**src/design/rvIsaPkg.sv**
```systemverilog
package rvIsaPkg;

	// Instruction word width
	localparam int ILEN = 32;

	// Field widths
	localparam int OPC_W = 7;
	localparam int F3_W = 3;
	localparam int F7_W = 7;

	// Field positions, low bit of each field
	localparam int OPC_LSB = 0;
	localparam int RD_LSB = 7;
	localparam int F3_LSB = 12;
	localparam int RS1_LSB = 15;
	localparam int RS2_LSB = 20;
	localparam int F7_LSB = 25;

	// Major opcodes
	localparam logic [OPC_W-1:0] OPC_RTYPE = 7'b0110011;
	localparam logic [OPC_W-1:0] OPC_OPIMM = 7'b0010011;
	localparam logic [OPC_W-1:0] OPC_LOAD = 7'b0000011;
	localparam logic [OPC_W-1:0] OPC_STORE = 7'b0100011;

	// funct3 codes
	localparam logic [F3_W-1:0] F3_ADDSUB = 3'b000;
	localparam logic [F3_W-1:0] F3_OR = 3'b110;
	localparam logic [F3_W-1:0] F3_AND = 3'b111;

	// funct7 for sub
	localparam logic [F7_W-1:0] F7_SUB = 7'b0100000;

	// Opcode zero decodes to nothing
	localparam logic [ILEN-1:0] NOP_INSTR = '0;

endpackage

```
**src/design/rvCorePkg.sv**
```systemverilog
package rvCorePkg;

	localparam int XLEN = 32;
	localparam int REG_IDX_W = 5;

	// Coarse ALU operation from the main decoder
	typedef enum logic [1:0] {
		ALUOP_ADD = 2'b00,
		ALUOP_IMM = 2'b01,
		ALUOP_RTYPE = 2'b10
	} aluOpT;

	// ALU function select
	typedef enum logic [3:0] {
		ALU_AND = 4'b0000,
		ALU_OR = 4'b0001,
		ALU_ADD = 4'b0010,
		ALU_SUB = 4'b0110
	} aluCtrlT;

	// Operand source in EX
	typedef enum logic [1:0] {
		FWD_REG = 2'b00,
		FWD_WB = 2'b01,
		FWD_MEM = 2'b10
	} fwdSelT;

endpackage

```
**src/design/rvExecute.sv**
```systemverilog
`timescale 1ns/1ps

module rvExecute (
	input  logic clk,
	input  logic i_reset,
	input  logic [rvCorePkg::REG_IDX_W-1:0] i_rs1,
	input  logic [rvCorePkg::REG_IDX_W-1:0] i_rs2,
	input  logic [rvCorePkg::REG_IDX_W-1:0] i_rd,
	input  logic [rvCorePkg::XLEN-1:0] i_imm,
	input  logic [rvCorePkg::XLEN-1:0] i_instr,
	input  rvCorePkg::aluOpT i_aluOp,
	input  logic i_aluSrc,
	input  logic i_memRead,
	input  logic i_memWrite,
	input  logic i_regWrite,
	input  logic i_memToReg,
	input  logic [rvCorePkg::XLEN-1:0] i_rdData1,
	input  logic [rvCorePkg::XLEN-1:0] i_rdData2,
	input  logic i_wbWe,
	input  logic [rvCorePkg::REG_IDX_W-1:0] i_wbRd,
	input  logic [rvCorePkg::XLEN-1:0] i_wbData,
	output logic o_memRead,
	output logic o_memWrite,
	output logic o_regWrite,
	output logic o_memToReg,
	output logic [rvCorePkg::XLEN-1:0] o_aluResult,
	output logic [rvCorePkg::XLEN-1:0] o_storeData,
	output logic [rvCorePkg::REG_IDX_W-1:0] o_rd,
	output logic o_exMemRead,
	output logic [rvCorePkg::REG_IDX_W-1:0] o_exRd
);

	rvCorePkg::aluOpT idExAluOp;
	logic idExAluSrc;
	logic idExMemRead;
	logic idExMemWrite;
	logic idExRegWrite;
	logic idExMemToReg;
	logic [rvCorePkg::REG_IDX_W-1:0] idExRs1;
	logic [rvCorePkg::REG_IDX_W-1:0] idExRs2;
	logic [rvCorePkg::REG_IDX_W-1:0] idExRd;
	logic [rvCorePkg::XLEN-1:0] idExImm;
	logic [rvCorePkg::XLEN-1:0] idExRdData1;
	logic [rvCorePkg::XLEN-1:0] idExRdData2;
	logic [rvIsaPkg::F3_W-1:0] idExFunct3;
	logic [rvIsaPkg::F7_W-1:0] idExFunct7;

	rvCorePkg::fwdSelT fwdA;
	rvCorePkg::fwdSelT fwdB;
	rvCorePkg::aluCtrlT aluCtrl;
	logic [rvCorePkg::XLEN-1:0] opA;
	logic [rvCorePkg::XLEN-1:0] opB;
	logic [rvCorePkg::XLEN-1:0] aluIn2;
	logic [rvCorePkg::XLEN-1:0] aluOut;

	// Newest producer wins, EX/MEM before MEM/WB
	function automatic rvCorePkg::fwdSelT pickFwd(
		input logic [rvCorePkg::REG_IDX_W-1:0] src
	);
		if (o_regWrite && (o_rd != '0) && (o_rd == src))
			return rvCorePkg::FWD_MEM;
		else if (i_wbWe && (i_wbRd != '0) && (i_wbRd == src))
			return rvCorePkg::FWD_WB;
		else
			return rvCorePkg::FWD_REG;
	endfunction

	function automatic logic [rvCorePkg::XLEN-1:0] fwdMux(
		input rvCorePkg::fwdSelT sel,
		input logic [rvCorePkg::XLEN-1:0] regVal
	);
		case (sel)
			rvCorePkg::FWD_MEM: return o_aluResult;
			rvCorePkg::FWD_WB: return i_wbData;
			default: return regVal;
		endcase
	endfunction

	// ID/EX control and register indices
	always_ff @(posedge clk or posedge i_reset)
	begin
		if (i_reset)
		begin
			idExAluOp <= rvCorePkg::ALUOP_ADD;
			idExAluSrc <= 1'b0;
			idExMemRead <= 1'b0;
			idExMemWrite <= 1'b0;
			idExRegWrite <= 1'b0;
			idExMemToReg <= 1'b0;
			idExRs1 <= '0;
			idExRs2 <= '0;
			idExRd <= '0;
		end
		else
		begin
			idExAluOp <= i_aluOp;
			idExAluSrc <= i_aluSrc;
			idExMemRead <= i_memRead;
			idExMemWrite <= i_memWrite;
			idExRegWrite <= i_regWrite;
			idExMemToReg <= i_memToReg;
			idExRs1 <= i_rs1;
			idExRs2 <= i_rs2;
			idExRd <= i_rd;
		end
	end

	// ID/EX operands
	always_ff @(posedge clk)
	begin
		idExImm <= i_imm;
		idExRdData1 <= i_rdData1;
		idExRdData2 <= i_rdData2;
		idExFunct3 <= i_instr[rvIsaPkg::F3_LSB +: rvIsaPkg::F3_W];
		idExFunct7 <= i_instr[rvIsaPkg::F7_LSB +: rvIsaPkg::F7_W];
	end

	assign fwdA = pickFwd(idExRs1);
	assign fwdB = pickFwd(idExRs2);
	assign opA = fwdMux(fwdA, idExRdData1);
	assign opB = fwdMux(fwdB, idExRdData2);
	assign aluIn2 = idExAluSrc ? idExImm : opB;

	// ALU control, immediates ignore funct7
	always_comb
	begin
		aluCtrl = rvCorePkg::ALU_ADD;
		if (idExAluOp != rvCorePkg::ALUOP_ADD)
		begin
			case (idExFunct3)
				rvIsaPkg::F3_AND: aluCtrl = rvCorePkg::ALU_AND;
				rvIsaPkg::F3_OR: aluCtrl = rvCorePkg::ALU_OR;
				rvIsaPkg::F3_ADDSUB:
				begin
					if (idExAluOp == rvCorePkg::ALUOP_RTYPE && idExFunct7 == rvIsaPkg::F7_SUB)
						aluCtrl = rvCorePkg::ALU_SUB;
				end
				default: ;
			endcase
		end
	end

	always_comb
	begin
		case (aluCtrl)
			rvCorePkg::ALU_AND: aluOut = opA & aluIn2;
			rvCorePkg::ALU_OR: aluOut = opA | aluIn2;
			rvCorePkg::ALU_SUB: aluOut = opA - aluIn2;
			default: aluOut = opA + aluIn2;
		endcase
	end

	// EX/MEM control
	always_ff @(posedge clk or posedge i_reset)
	begin
		if (i_reset)
		begin
			o_memRead <= 1'b0;
			o_memWrite <= 1'b0;
			o_regWrite <= 1'b0;
			o_memToReg <= 1'b0;
			o_rd <= '0;
		end
		else
		begin
			o_memRead <= idExMemRead;
			o_memWrite <= idExMemWrite;
			o_regWrite <= idExRegWrite;
			o_memToReg <= idExMemToReg;
			o_rd <= idExRd;
		end
	end

	// EX/MEM data, store data already forwarded
	always_ff @(posedge clk)
	begin
		o_aluResult <= aluOut;
		o_storeData <= opB;
	end

	assign o_exMemRead = idExMemRead;
	assign o_exRd = idExRd;

	// Selects depend on indices from decode and write-back
	fwdSelKnown: assert property (@(posedge clk) disable iff (i_reset)
		!$isunknown({fwdA, fwdB}));

endmodule

```
**config.mk**
```make
export PLATFORM = sky130hd
export DESIGN_NAME = rvExecute
export DESIGN_NICKNAME = d
export VERILOG_FILES = /design/src/design/rvIsaPkg.sv /design/src/design/rvCorePkg.sv /design/src/design/rvExecute.sv
export SDC_FILE = /design/constraint.sdc
export NUM_CORES = 1
export LEC_CHECK = 0
export BUFFER_PORTS_ARGS = -buffer_cell sky130_fd_sc_hd__buf_2
export CAP_MARGIN = 10
export CORE_MARGIN = 3
export CORE_UTILIZATION = 50
export DETAILED_ROUTE_END_ITERATION = 12
export MAX_ROUTING_LAYER = met4
export PLACE_DENSITY = 0.86
export SLEW_MARGIN = 20
export SYNTH_ARGS = -nofsm -noshare
export SYNTH_HDL_FRONTEND = slang
export SYNTH_SLANG_ARGS = --single-unit
```
**constraint.sdc**
```tcl
create_clock -name clk -period 12 [get_ports clk]
set_clock_uncertainty 0.1 [all_clocks]
set_input_delay 1.2 -clock clk [delete_from_list [all_inputs] [get_ports clk]]
set_output_delay 1.2 -clock clk [all_outputs]
set_load 0.1 [all_outputs]
```
Word-level counts from Yosys, hierarchy flattened. Index checks and enable logic that the tools add are counted.

Register bits: 201. Bits in latches: 0. Memory bits (writable): 0. Memory bits (read-only): 0. Output and inout bits: 79. Logic and storage cells: 62. Memories: 0.

Add/sub/neg operators: 2. Multiply operators: 0. Divide/modulo/power cells: 0. Order comparisons: 0. Equal/unequal tests: 14. Shifts and indexed selects: 0. Muxes and demuxes: 11. Bitwise operators: 2. Reduce and logical (&&, ||, !) cells: 12.

Operators by type and width (number): 32-bit case mux with 2 select lines (2); 32-bit case mux with 3 select lines (1); 32-bit adder (1); 32-bit bitwise AND (1); 32-bit 2-to-1 mux (1); 32-bit bitwise OR (1); 32-bit subtractor (1); 5-bit equality test (4); 5-bit nonzero test (2); 3-bit case mux with 3 select lines (1); 7-bit by 6-bit equality test with 1-bit output (second input constant) (1); 1-bit logical AND (7); 2-bit equality test (second input constant) (3); 3-bit equality test (second input constant) (2); 3-bit 2-to-1 mux (2); 2-bit by 1-bit equality test with 1-bit output (second input constant) (2); 4-bit by 1-bit equality test with 1-bit output (second input constant) (1); 4-bit by 3-bit equality test with 1-bit output (second input constant) (1); 4-bit logical NOT (1); 2-bit 2-to-1 mux (2); 3-bit logical NOT (1); 1-bit 2-to-1 mux (2); 2-bit nonzero test (1).

Logic depth before layout (Yosys ltp). Gate-level depths: netlist of run 1.

Depth after elaboration: 10. Mapped depth: 23. Depth with buffers taken out: 22.

Worst setup path before layout of run 1. Ideal clock, no wire load.

Path type: input -> register. Start point: in i_wbRd[4] (netlist name). End point: reg o_aluResult[30] (netlist name). Arrival: 6.078 ns. Setup slack: 5.735 ns. Stages: 21. Buffers on the path: 1. Cell sequence: xor2_1 -> or4b_4 -> buf_6 -> nor2_2 -> mux2i_1 -> o21ai_0 -> mux2i_1 -> ha_1 -> nor2_1 -> xor2_1 -> ha_1 -> a21o_1 -> a21oi_1 -> o21bai_1 -> a2111o_1 -> a31oi_1 -> o21ai_0 -> a221oi_1 -> nor2_1 -> o31a_1 -> o31ai_1.

Longest elaborated chain between the ends: 10. Elaborated cells between the ends (all ways): 22. Those cells by class: add/sub: 2; eq/ne: 6; mux: 8; bitwise: 2; reduce/logical: 4.

RTL lines: from (decl) (RTL line rvExecute.sv:20) `input logic [rvCorePkg::REG_IDX_W-1:0] i_wbRd,`; 5-bit nonzero test (RTL line rvExecute.sv:62) `else if (i_wbWe && (i_wbRd != '0) && (i_wbRd == src))`; 1-bit logical AND (RTL line rvExecute.sv:62); 1-bit logical AND * (RTL line rvExecute.sv:62); 1-bit 2-to-1 mux * (RTL line rvExecute.sv:62); 2-bit 2-to-1 mux * (RTL line rvExecute.sv:60) `if (o_regWrite && (o_rd != '0) && (o_rd == src))`; 2-bit by 1-bit equality test with 1-bit output / 2-bit equality test (equally long branches) (RTL line rvExecute.sv:72) `case (sel)`; 32-bit case mux with 2 select lines * (RTL line rvExecute.sv:72); net opB (one bit) (RTL line rvExecute.sv:52) `logic [rvCorePkg::XLEN-1:0] opB;`; 32-bit 2-to-1 mux * (RTL line rvExecute.sv:122) `assign aluIn2 = idExAluSrc ? idExImm : opB;`; 32-bit adder / 32-bit subtractor (equally long branches) (RTL line rvExecute.sv:149, rvExecute.sv:148); 32-bit case mux with 3 select lines * (RTL line rvExecute.sv:145) `case (aluCtrl)`; net aluOut (one bit) (RTL line rvExecute.sv:54) `logic [rvCorePkg::XLEN-1:0] aluOut;`; to (signal assigned) (RTL line rvExecute.sv:177) `o_aluResult <= aluOut;`; to (decl) (RTL line rvExecute.sv:26) `output logic [rvCorePkg::XLEN-1:0] o_aluResult,`.

The timed path passes the listed nets; every way through them passes the cells marked *.

Worst setup path after layout of run 1.
Start point: in i_wbRd[4] (netlist name). End point: reg o_aluResult[31] (netlist name).

Same word-level chain as after synthesis.

==> metrics.txt, run 1 <==
Slowest cell on crit path=or4b_4; Routed Antenna Nets=0; number of synthesized flops with an enable pin=0; Placement Cell Area=about 11000 sq um; Setup TNS Final=0 ns; IO buf count=roughly 250; outcome=complete, no violations; row cnt=50; type of the worst min-delay path=flop to flop; Hold Fails Final Rpt=0; Worst path top cell family by delay=simple AND/OR/NAND/NOR gates; Die Footprint=21000 sq um; GPL Wtd Cong=~0.96; drt initial violations=~750; Ys Warns=0; WL final=approximately 31000 um; cell area after synthesis=approximately 9700 sq um; largest incremental delay on the critical path=around 0.78 ns; worst-path cell chain=buf_2 > xor2_1 > or4b_4 > nor2_2 > mux2i_1 > o21ai_0 > mux2i_1 > ha_1 > nand4b_1 > nor4b_2 > a21oi_1 > xor2_1 > ha_1 > a21o_1 > a211oi_1 > o22ai_1 > a21oi_1 > nor2_1 > o311a_1 > nor4_1 > a21oi_1; DRC violations left=0; share of cells above drive strength 1=0.246; Avg WL per Cell=approximately 20 um; final core utilization=0.632; first-pass GRT wire length=between 40000 and 50000 um; all-layer global routing usage=0.294; Max VDD drop=~130 uV; initial core utilization=0.513; Clk Latency, worst-skew pair=between 0.5 and 0.6 ns; die width=145 um; Synth cell types=75; number of clock sinks=about 200; vias=approximately 9000; Detailed Place HPWL=approximately 22000 um; CTS buffer count=22; ys flop type=dfxtp_1; Clock transition at path regs=0.06 ns; cells after synthesis=around 1000; CP dominant cell by count=a21oi_1; RSZ-0062 raised after global routing=no; Slew Viols, Final=0; CP max FO=29; vias in the first global route=9545; die height=about 150 um; Bufs and invs on worst path=1; Core Region=approximately 19000 sq um; Worst setup SP type=input port; worst path arrival time=~7.6 ns; total power=2190 uW; largest net degree at the start of global routing=65; headroom to the max-slew limit=0.308; MaxCap Viol Count=0; Post-Syn Area per Cell=9.31 sq um; Critical Path Sink Type=flop; Fillers=1524; Post-Syn Nets=~1300; synthesis-to-layout area growth=23.2%; Post-CTS Setup Inserts=0; asr flop ratio synth=0.154; CTS root buffer=clkbuf_16; DR vias/cell=slightly below 6; dpl ws=4.37 ns; WP data required=~12 ns; Pwr Density=between 150 and 200 nW/um^2; Setup Viol. Count Final=0; critical path class=input port to flop; I/O Pins=269; total congestion overflow=0; Final Net Count=between 1000 and 1500; Max clock buf depth=3; design area=11900 sq um; Max Clock Freq=approximately 140 MHz; H-Tree Depth=1; Tcrit/Tclk final=0.605; post-synthesis sequential area ratio=0.432; DR pass1 iterations=6; #FFs+latches synth=around 200; Worst Slack Setup Final=4.74 ns; antenna violations before repair=1; Worst Tran Pin Value=slightly above 1 ns; hold_buf cts=0; Final min period=around 7.3 ns; CTS tree=done; Resized cells post-CTS=0; Leakage=approximately 0.0054 uW
## cell families (layout without fill, tap and decap cells)
group	count (synthesis)	after routing	synth area share
other	0	1	0
xor gates and xnor gates	72	72	0.0652
muxes	62	62	0.0642
adders and majority gates	57	57	0.0688
buffers and inverters	78	329	0.0316
DFF	201	201	0.432
AOI/OAI and AO/OA	303	303	0.204
and+or+nand+nor	265	265	0.134
## Yosys cell counts, types with 4 or more instances
cell type  count  share of area
ha_1          34          0.044
buf_2          4         0.0021
maj3_1        22          0.023
dfrtp_1       31          0.080
a31oi_1       30          0.019
xor2_1        36          0.033
nor4_1         9         0.0058
o21ai_0       89          0.046
nor3_1        31          0.016
a211o_1        5         0.0045
clkbuf_1      39          0.015
or4_1          5         0.0039
o21a_1        18          0.014
a21o_1        23          0.018
nand3_1       30          0.016
xnor2_1       36          0.033
a21oi_1       62          0.032
a311oi_1      11          0.010
nand2_1       86          0.033
nand4_1        5         0.0032
nor2_1        50          0.019
a41oi_1        5         0.0045
o31ai_1        6         0.0047
or3_1          7         0.0045
inv_1         27          0.010
buf_1          6         0.0023
nor2b_1        5         0.0032
o21bai_1       5         0.0039
o21ba_2        4         0.0041
a211oi_1       4         0.0031
and2_1        11         0.0071
mux2i_1       62          0.064
nand2b_1       5         0.0032
dfxtp_1      170           0.35
## per-stage QoR
stage	instances	hold slack, ns
6_report	1550	0.247
5_1_grt	1550	0.255
4_1_cts	1549	0.248
3_5_place_dp	1510	0.235
3_3_place_gp	1510	0.234
2_1_floorplan	1038	0.231
## area by class of cell
| type | count | area (sq um) | share of cell area |
|---|---|---|---|
| well taps | 260 | 325 | 0.0273 |
| clock inverters | 8 | 83.8 | 0.00704 |
| clock buffers | 31 | 667 | 0.0560 |
| diodes | 1 | 2.50 | 0.000210 |
| flip-flops and latches | 201 | 4180 | 0.351 |
| multi-input cells | 759 | 5200 | 0.436 |
| inverters | 28 | 105 | 0.00882 |
| repair buffers | 262 | 1350 | 0.113 |
## worst register-to-register path, stage by stage, from the launching register on
cell and delay [ns]:
dfrtp_1 0.39, xor2_1 0.18, or4b_4 0.78, nor2_2 0.73, mux2i_1 0.25, o21ai_0 0.13
mux2i_1 0.31, ha_1 0.34, nand4b_1 0.39, nor4b_2 0.64, a21oi_1 0.17, xor2_1 0.17
ha_1 0.36, a21o_1 0.21, a211oi_1 0.25, o22ai_1 0.11, a21oi_1 0.37, nor2_1 0.10
o311a_1 0.37, nor4_1 0.27, a21oi_1 0.08
## registers in the layout, indices dropped and copies added, names as in the netlist, 2 cells and up
name,cells
idExFunct7,7
idExRs1,5
idExRdData1,32
o_rd,5
o_storeData,32
o_exRd,5
idExImm,32
idExAluOp,2
idExRdData2,32
o_aluResult,32
idExFunct3,3
idExRs2,5
## cells in the final DEF (no fill, tap or decap), types with 4 or more instances in the layout
cell type	instances
buf_2	246
dfxtp_1	170
o21ai_0	89
nand2_1	86
mux2i_1	62
a21oi_1	62
nor2_1	50
xnor2_1	36
xor2_1	36
ha_1	34
nor3_1	31
dfrtp_1	31
nand3_1	30
a31oi_1	30
inv_1	26
clkbuf_16	24
a21o_1	23
maj3_1	22
o21a_1	18
buf_4	16
a311oi_1	11
and2_1	11
nor4_1	8
or3_1	7
o31ai_1	6
or4_1	5
nand4_1	5
a41oi_1	5
nor2b_1	5
nand2b_1	5
o21bai_1	5
a211o_1	5
a211oi_1	4
o21ba_2	4
clkbuf_8	4
clkinv_2	4
## per-layer routing
metal	GRT usage	up-vias	share of wire
met5	-	-	0
met1	0.343	4366	0.40
met3	0.0490	90	0.069
met4	0.108	0	0.035
li1	-	4266	-
met2	0.511	422	0.50
## power breakdown
part,switching (uW),internal (uW)
clock network,280,411
registers,50.5,737
logic,540,171
## path summary, 6_finish.rpt
check | startpoint | to | slack [ns] | depth (start not counted)
worst max register to register | idExRs2[4] | o_aluResult[31] | 5.17 | 20
worst min register to register | idExMemToReg | o_memToReg | 0.25 | 0
worst max-delay path | i_wbRd[4] | o_aluResult[31] | 4.74 | 21
worst min-delay path | idExMemToReg | o_memToReg | 0.25 | 0
min in group asynchronous | i_reset | o_rd[0] | 0.65 | 2
max in group asynchronous | i_reset | o_regWrite | 10.76 | 2
Power figures use the tool's default switching activity.
==> run 2: changes to the inputs <==
clock period = 7.4 ns   (was 12 ns; I/O delays follow)
==> run 2 against run 1 <==
Critical path depth fell by 2. Combinational power rose by 63%. Non-clock buffer count rose by 8. Clock power rose by 52%. Largest cell class unchanged.
==> metrics.txt, run 2 (same netlist as run 1, synthesis figures left out) <==
Clock transition at path regs=0.06 ns (about the same); GPL Wtd Cong=0.948 (-1.0%); synthesis-to-layout area growth=23.2% (about the same); Leakage=0.00541 uW (+0.17%); initial core utilization=0.513 (unchanged); reg-to-reg critical path startpoint=idExRs2[4]; die width=145 um (unchanged); DR pass1 iterations=5 (-1); largest incremental delay on the critical path=0.68 ns (-0.10 ns); commonest non-fill, non-tap cells in the layout=buf_2, dfxtp_1, o21ai_0, nand2_1; Tcrit/Tclk final=0.880; DRC violations left=0 (unchanged); CP max FO=11 (-62%); FF-to-FF setup slack=0.89 ns (-4.28 ns); headroom to the max-slew limit=0.387 (+0.0791); row cnt=50 (unchanged); Crit Reg-Reg Endpoint=o_aluResult[31]; die height=145 um (unchanged); RSZ-0062 raised after global routing=no; CTS root buffer=clkbuf_16; H-Tree Depth=1 (unchanged); Die Footprint=21000 sq um (unchanged); Hold Fails Final Rpt=0 (unchanged); worst-path cell chain=xor2_1 > or4b_4 > nor2_2 > mux2i_1 > a22oi_1 > o32ai_1 > nand4b_1 > nor4b_2 > a21oi_1 > xor2_1 > ha_1 > a21o_1 > a211oi_1 > o22ai_1 > a21oi_1 > nor2_1 > o311a_1 > nor4_1 > a21oi_1; WP data required=7.69 ns (-4.60 ns); Routed Antenna Nets=0 (unchanged); Post-CTS Setup Inserts=0 (unchanged); Worst Tran Pin Value=0.914 ns (-0.0982 ns); Detailed Place HPWL=22600 um (+2.6%); Worst setup SP type=flop; drt initial violations=787 (+5.4%); outcome=complete, no violations; hold_buf cts=0 (unchanged); Final min period=around 6.5 ns; Setup Viol. Count Final=0 (unchanged); critical path class=flop to flop; commonest non-fill, non-tap cell in the layout=buf_2; clock network power share=0.302 (-0.013); type of the worst min-delay path=input port to async pin; Setup TNS Final=0 ns (unchanged); number of clock sinks=201 (unchanged); Slew Viols, Final=0 (unchanged); Combinational Power Share=0.332 (+0.007); CP dominant cell by count=a21oi_1; Slowest cell on crit path=or4b_4; MaxCap Viol Count=0 (unchanged); Reg2Reg Depth=19 (-5.0%); antenna violations before repair=0 (-1); IO buf count=246 (unchanged); Resized cells post-CTS=0 (unchanged); Int Pwr=2080 uW (+58%); Pwr Density=293 nW/um^2 (+60%); largest net degree at the start of global routing=65 (unchanged); Ant. Diodes=0 (-1); Core Region=18800 sq um (unchanged); Seq pwr share=0.366 (+0.006); vias in the first global route=9295 (-2.6%); DR vias/cell=5.87 (-0.42%); share of cells above drive strength 1=0.250 (+0.00369); Avg WL per Cell=20.3 um (+1.7%); first-pass GRT wire length=49400 um (+0.77%); WL final=31600 um (+2.3%); Final Net Count=1507 (+0.53%); Clk Latency, worst-skew pair=0.51 ns (about the same); Critical Path Sink Type=flop; total congestion overflow=0 (unchanged); CTS buffer count=22 (unchanged); sw power=1410 uW (+62%); CTS tree=done; Max Clock Freq=between 150 and 200 MHz; Worst Slack Setup Final=0.888 ns (-3.85 ns); worst path arrival time=6.80 ns (-0.76 ns); dpl ws=0.578 ns (-3.80 ns); vias=9153 (+0.098%); Max clock buf depth=3 (unchanged); switch share=0.404 (+0.00611); I/O Pins=269 (unchanged); Max VDD drop=203 uV (+58%); all-layer global routing usage=0.298 (+0.00416)
==> run 2: metrics by stage <==
| stage | instance area (sq um) | hold WS [ns] | utilization | power [uW] | instances |
|---|---|---|---|---|---|
| after floorplan | 9670 | 0.231 | - | 2180 | 1038 |
| after CTS | 11900 | 0.201 | 0.633 | 3500 | 1558 |
| after global placement | 11200 | 0.234 | 0.596 | 2430 | 1518 |
| after global routing | 11900 | 0.200 | 0.633 | 3630 | 1558 |
| after detailed placement | 11200 | 0.237 | 0.596 | 2450 | 1518 |
| final | 11900 | 0.197 | 0.633 | 3490 | 1558 |
==> run 2: layout make-up <==
class,count,area (sq um)
fill,1545,6920
multi-input combinational,759,5200
sequential,201,4180
timing repair buffer,270,1410
clock buffer,29,597
tap,260,325
inverter,28,105
clock inverter,11,101
==> run 2: how the worst max path moves through the flow <==
stage / start / endpoint / slack (ns) / depth (start not counted)
floorplan: i_wbRd[4] / o_aluResult[30] / 1.60 / 21
global placement: i_wbRd[4] / o_aluResult[31] / 0.62 / 22
detailed placement: i_wbRd[4] / o_aluResult[31] / 0.58 / 20
CTS: idExRs2[4] / o_aluResult[31] / 1.03 / 19
global route: idExRs2[4] / o_aluResult[28] / 0.54 / 21
finish: idExRs2[4] / o_aluResult[31] / 0.89 / 19
==> run 2: critical path: cells and delay by family, from the launching register on <==
kind,cells,cell delay (ns)
multiplexers,1,0.44
adder cells (fa/ha/maj),1,0.37
flip-flops,1,0.40
AND/OR/NAND/NOR,6,2.64
XOR/XNOR,2,0.36
AO/OA/AOI/OAI,9,2.07
==> run 2: power groups by stage <==
stage                     combinational [uW]  sequential, uW  clock, uW
after floorplan                          376            1810          0
after global placement                  1140            1300          0
after detailed placement                1150            1300          0
after CTS                               1150            1280       1070
after global routing                    1220            1290       1120
final                                   1160            1280       1050
==> run 2: layer usage <==
layer | wire [um] | vias to the layer above | GRT usage
met1 | 12400 | 4304 | 0.354
met2 | 15400 | 493 | 0.499
met5 | 0 | - | -
met3 | 2640 | 89 | 0.0568
li1 | - | 4267 | -
met4 | 1180 | 0 | 0.122
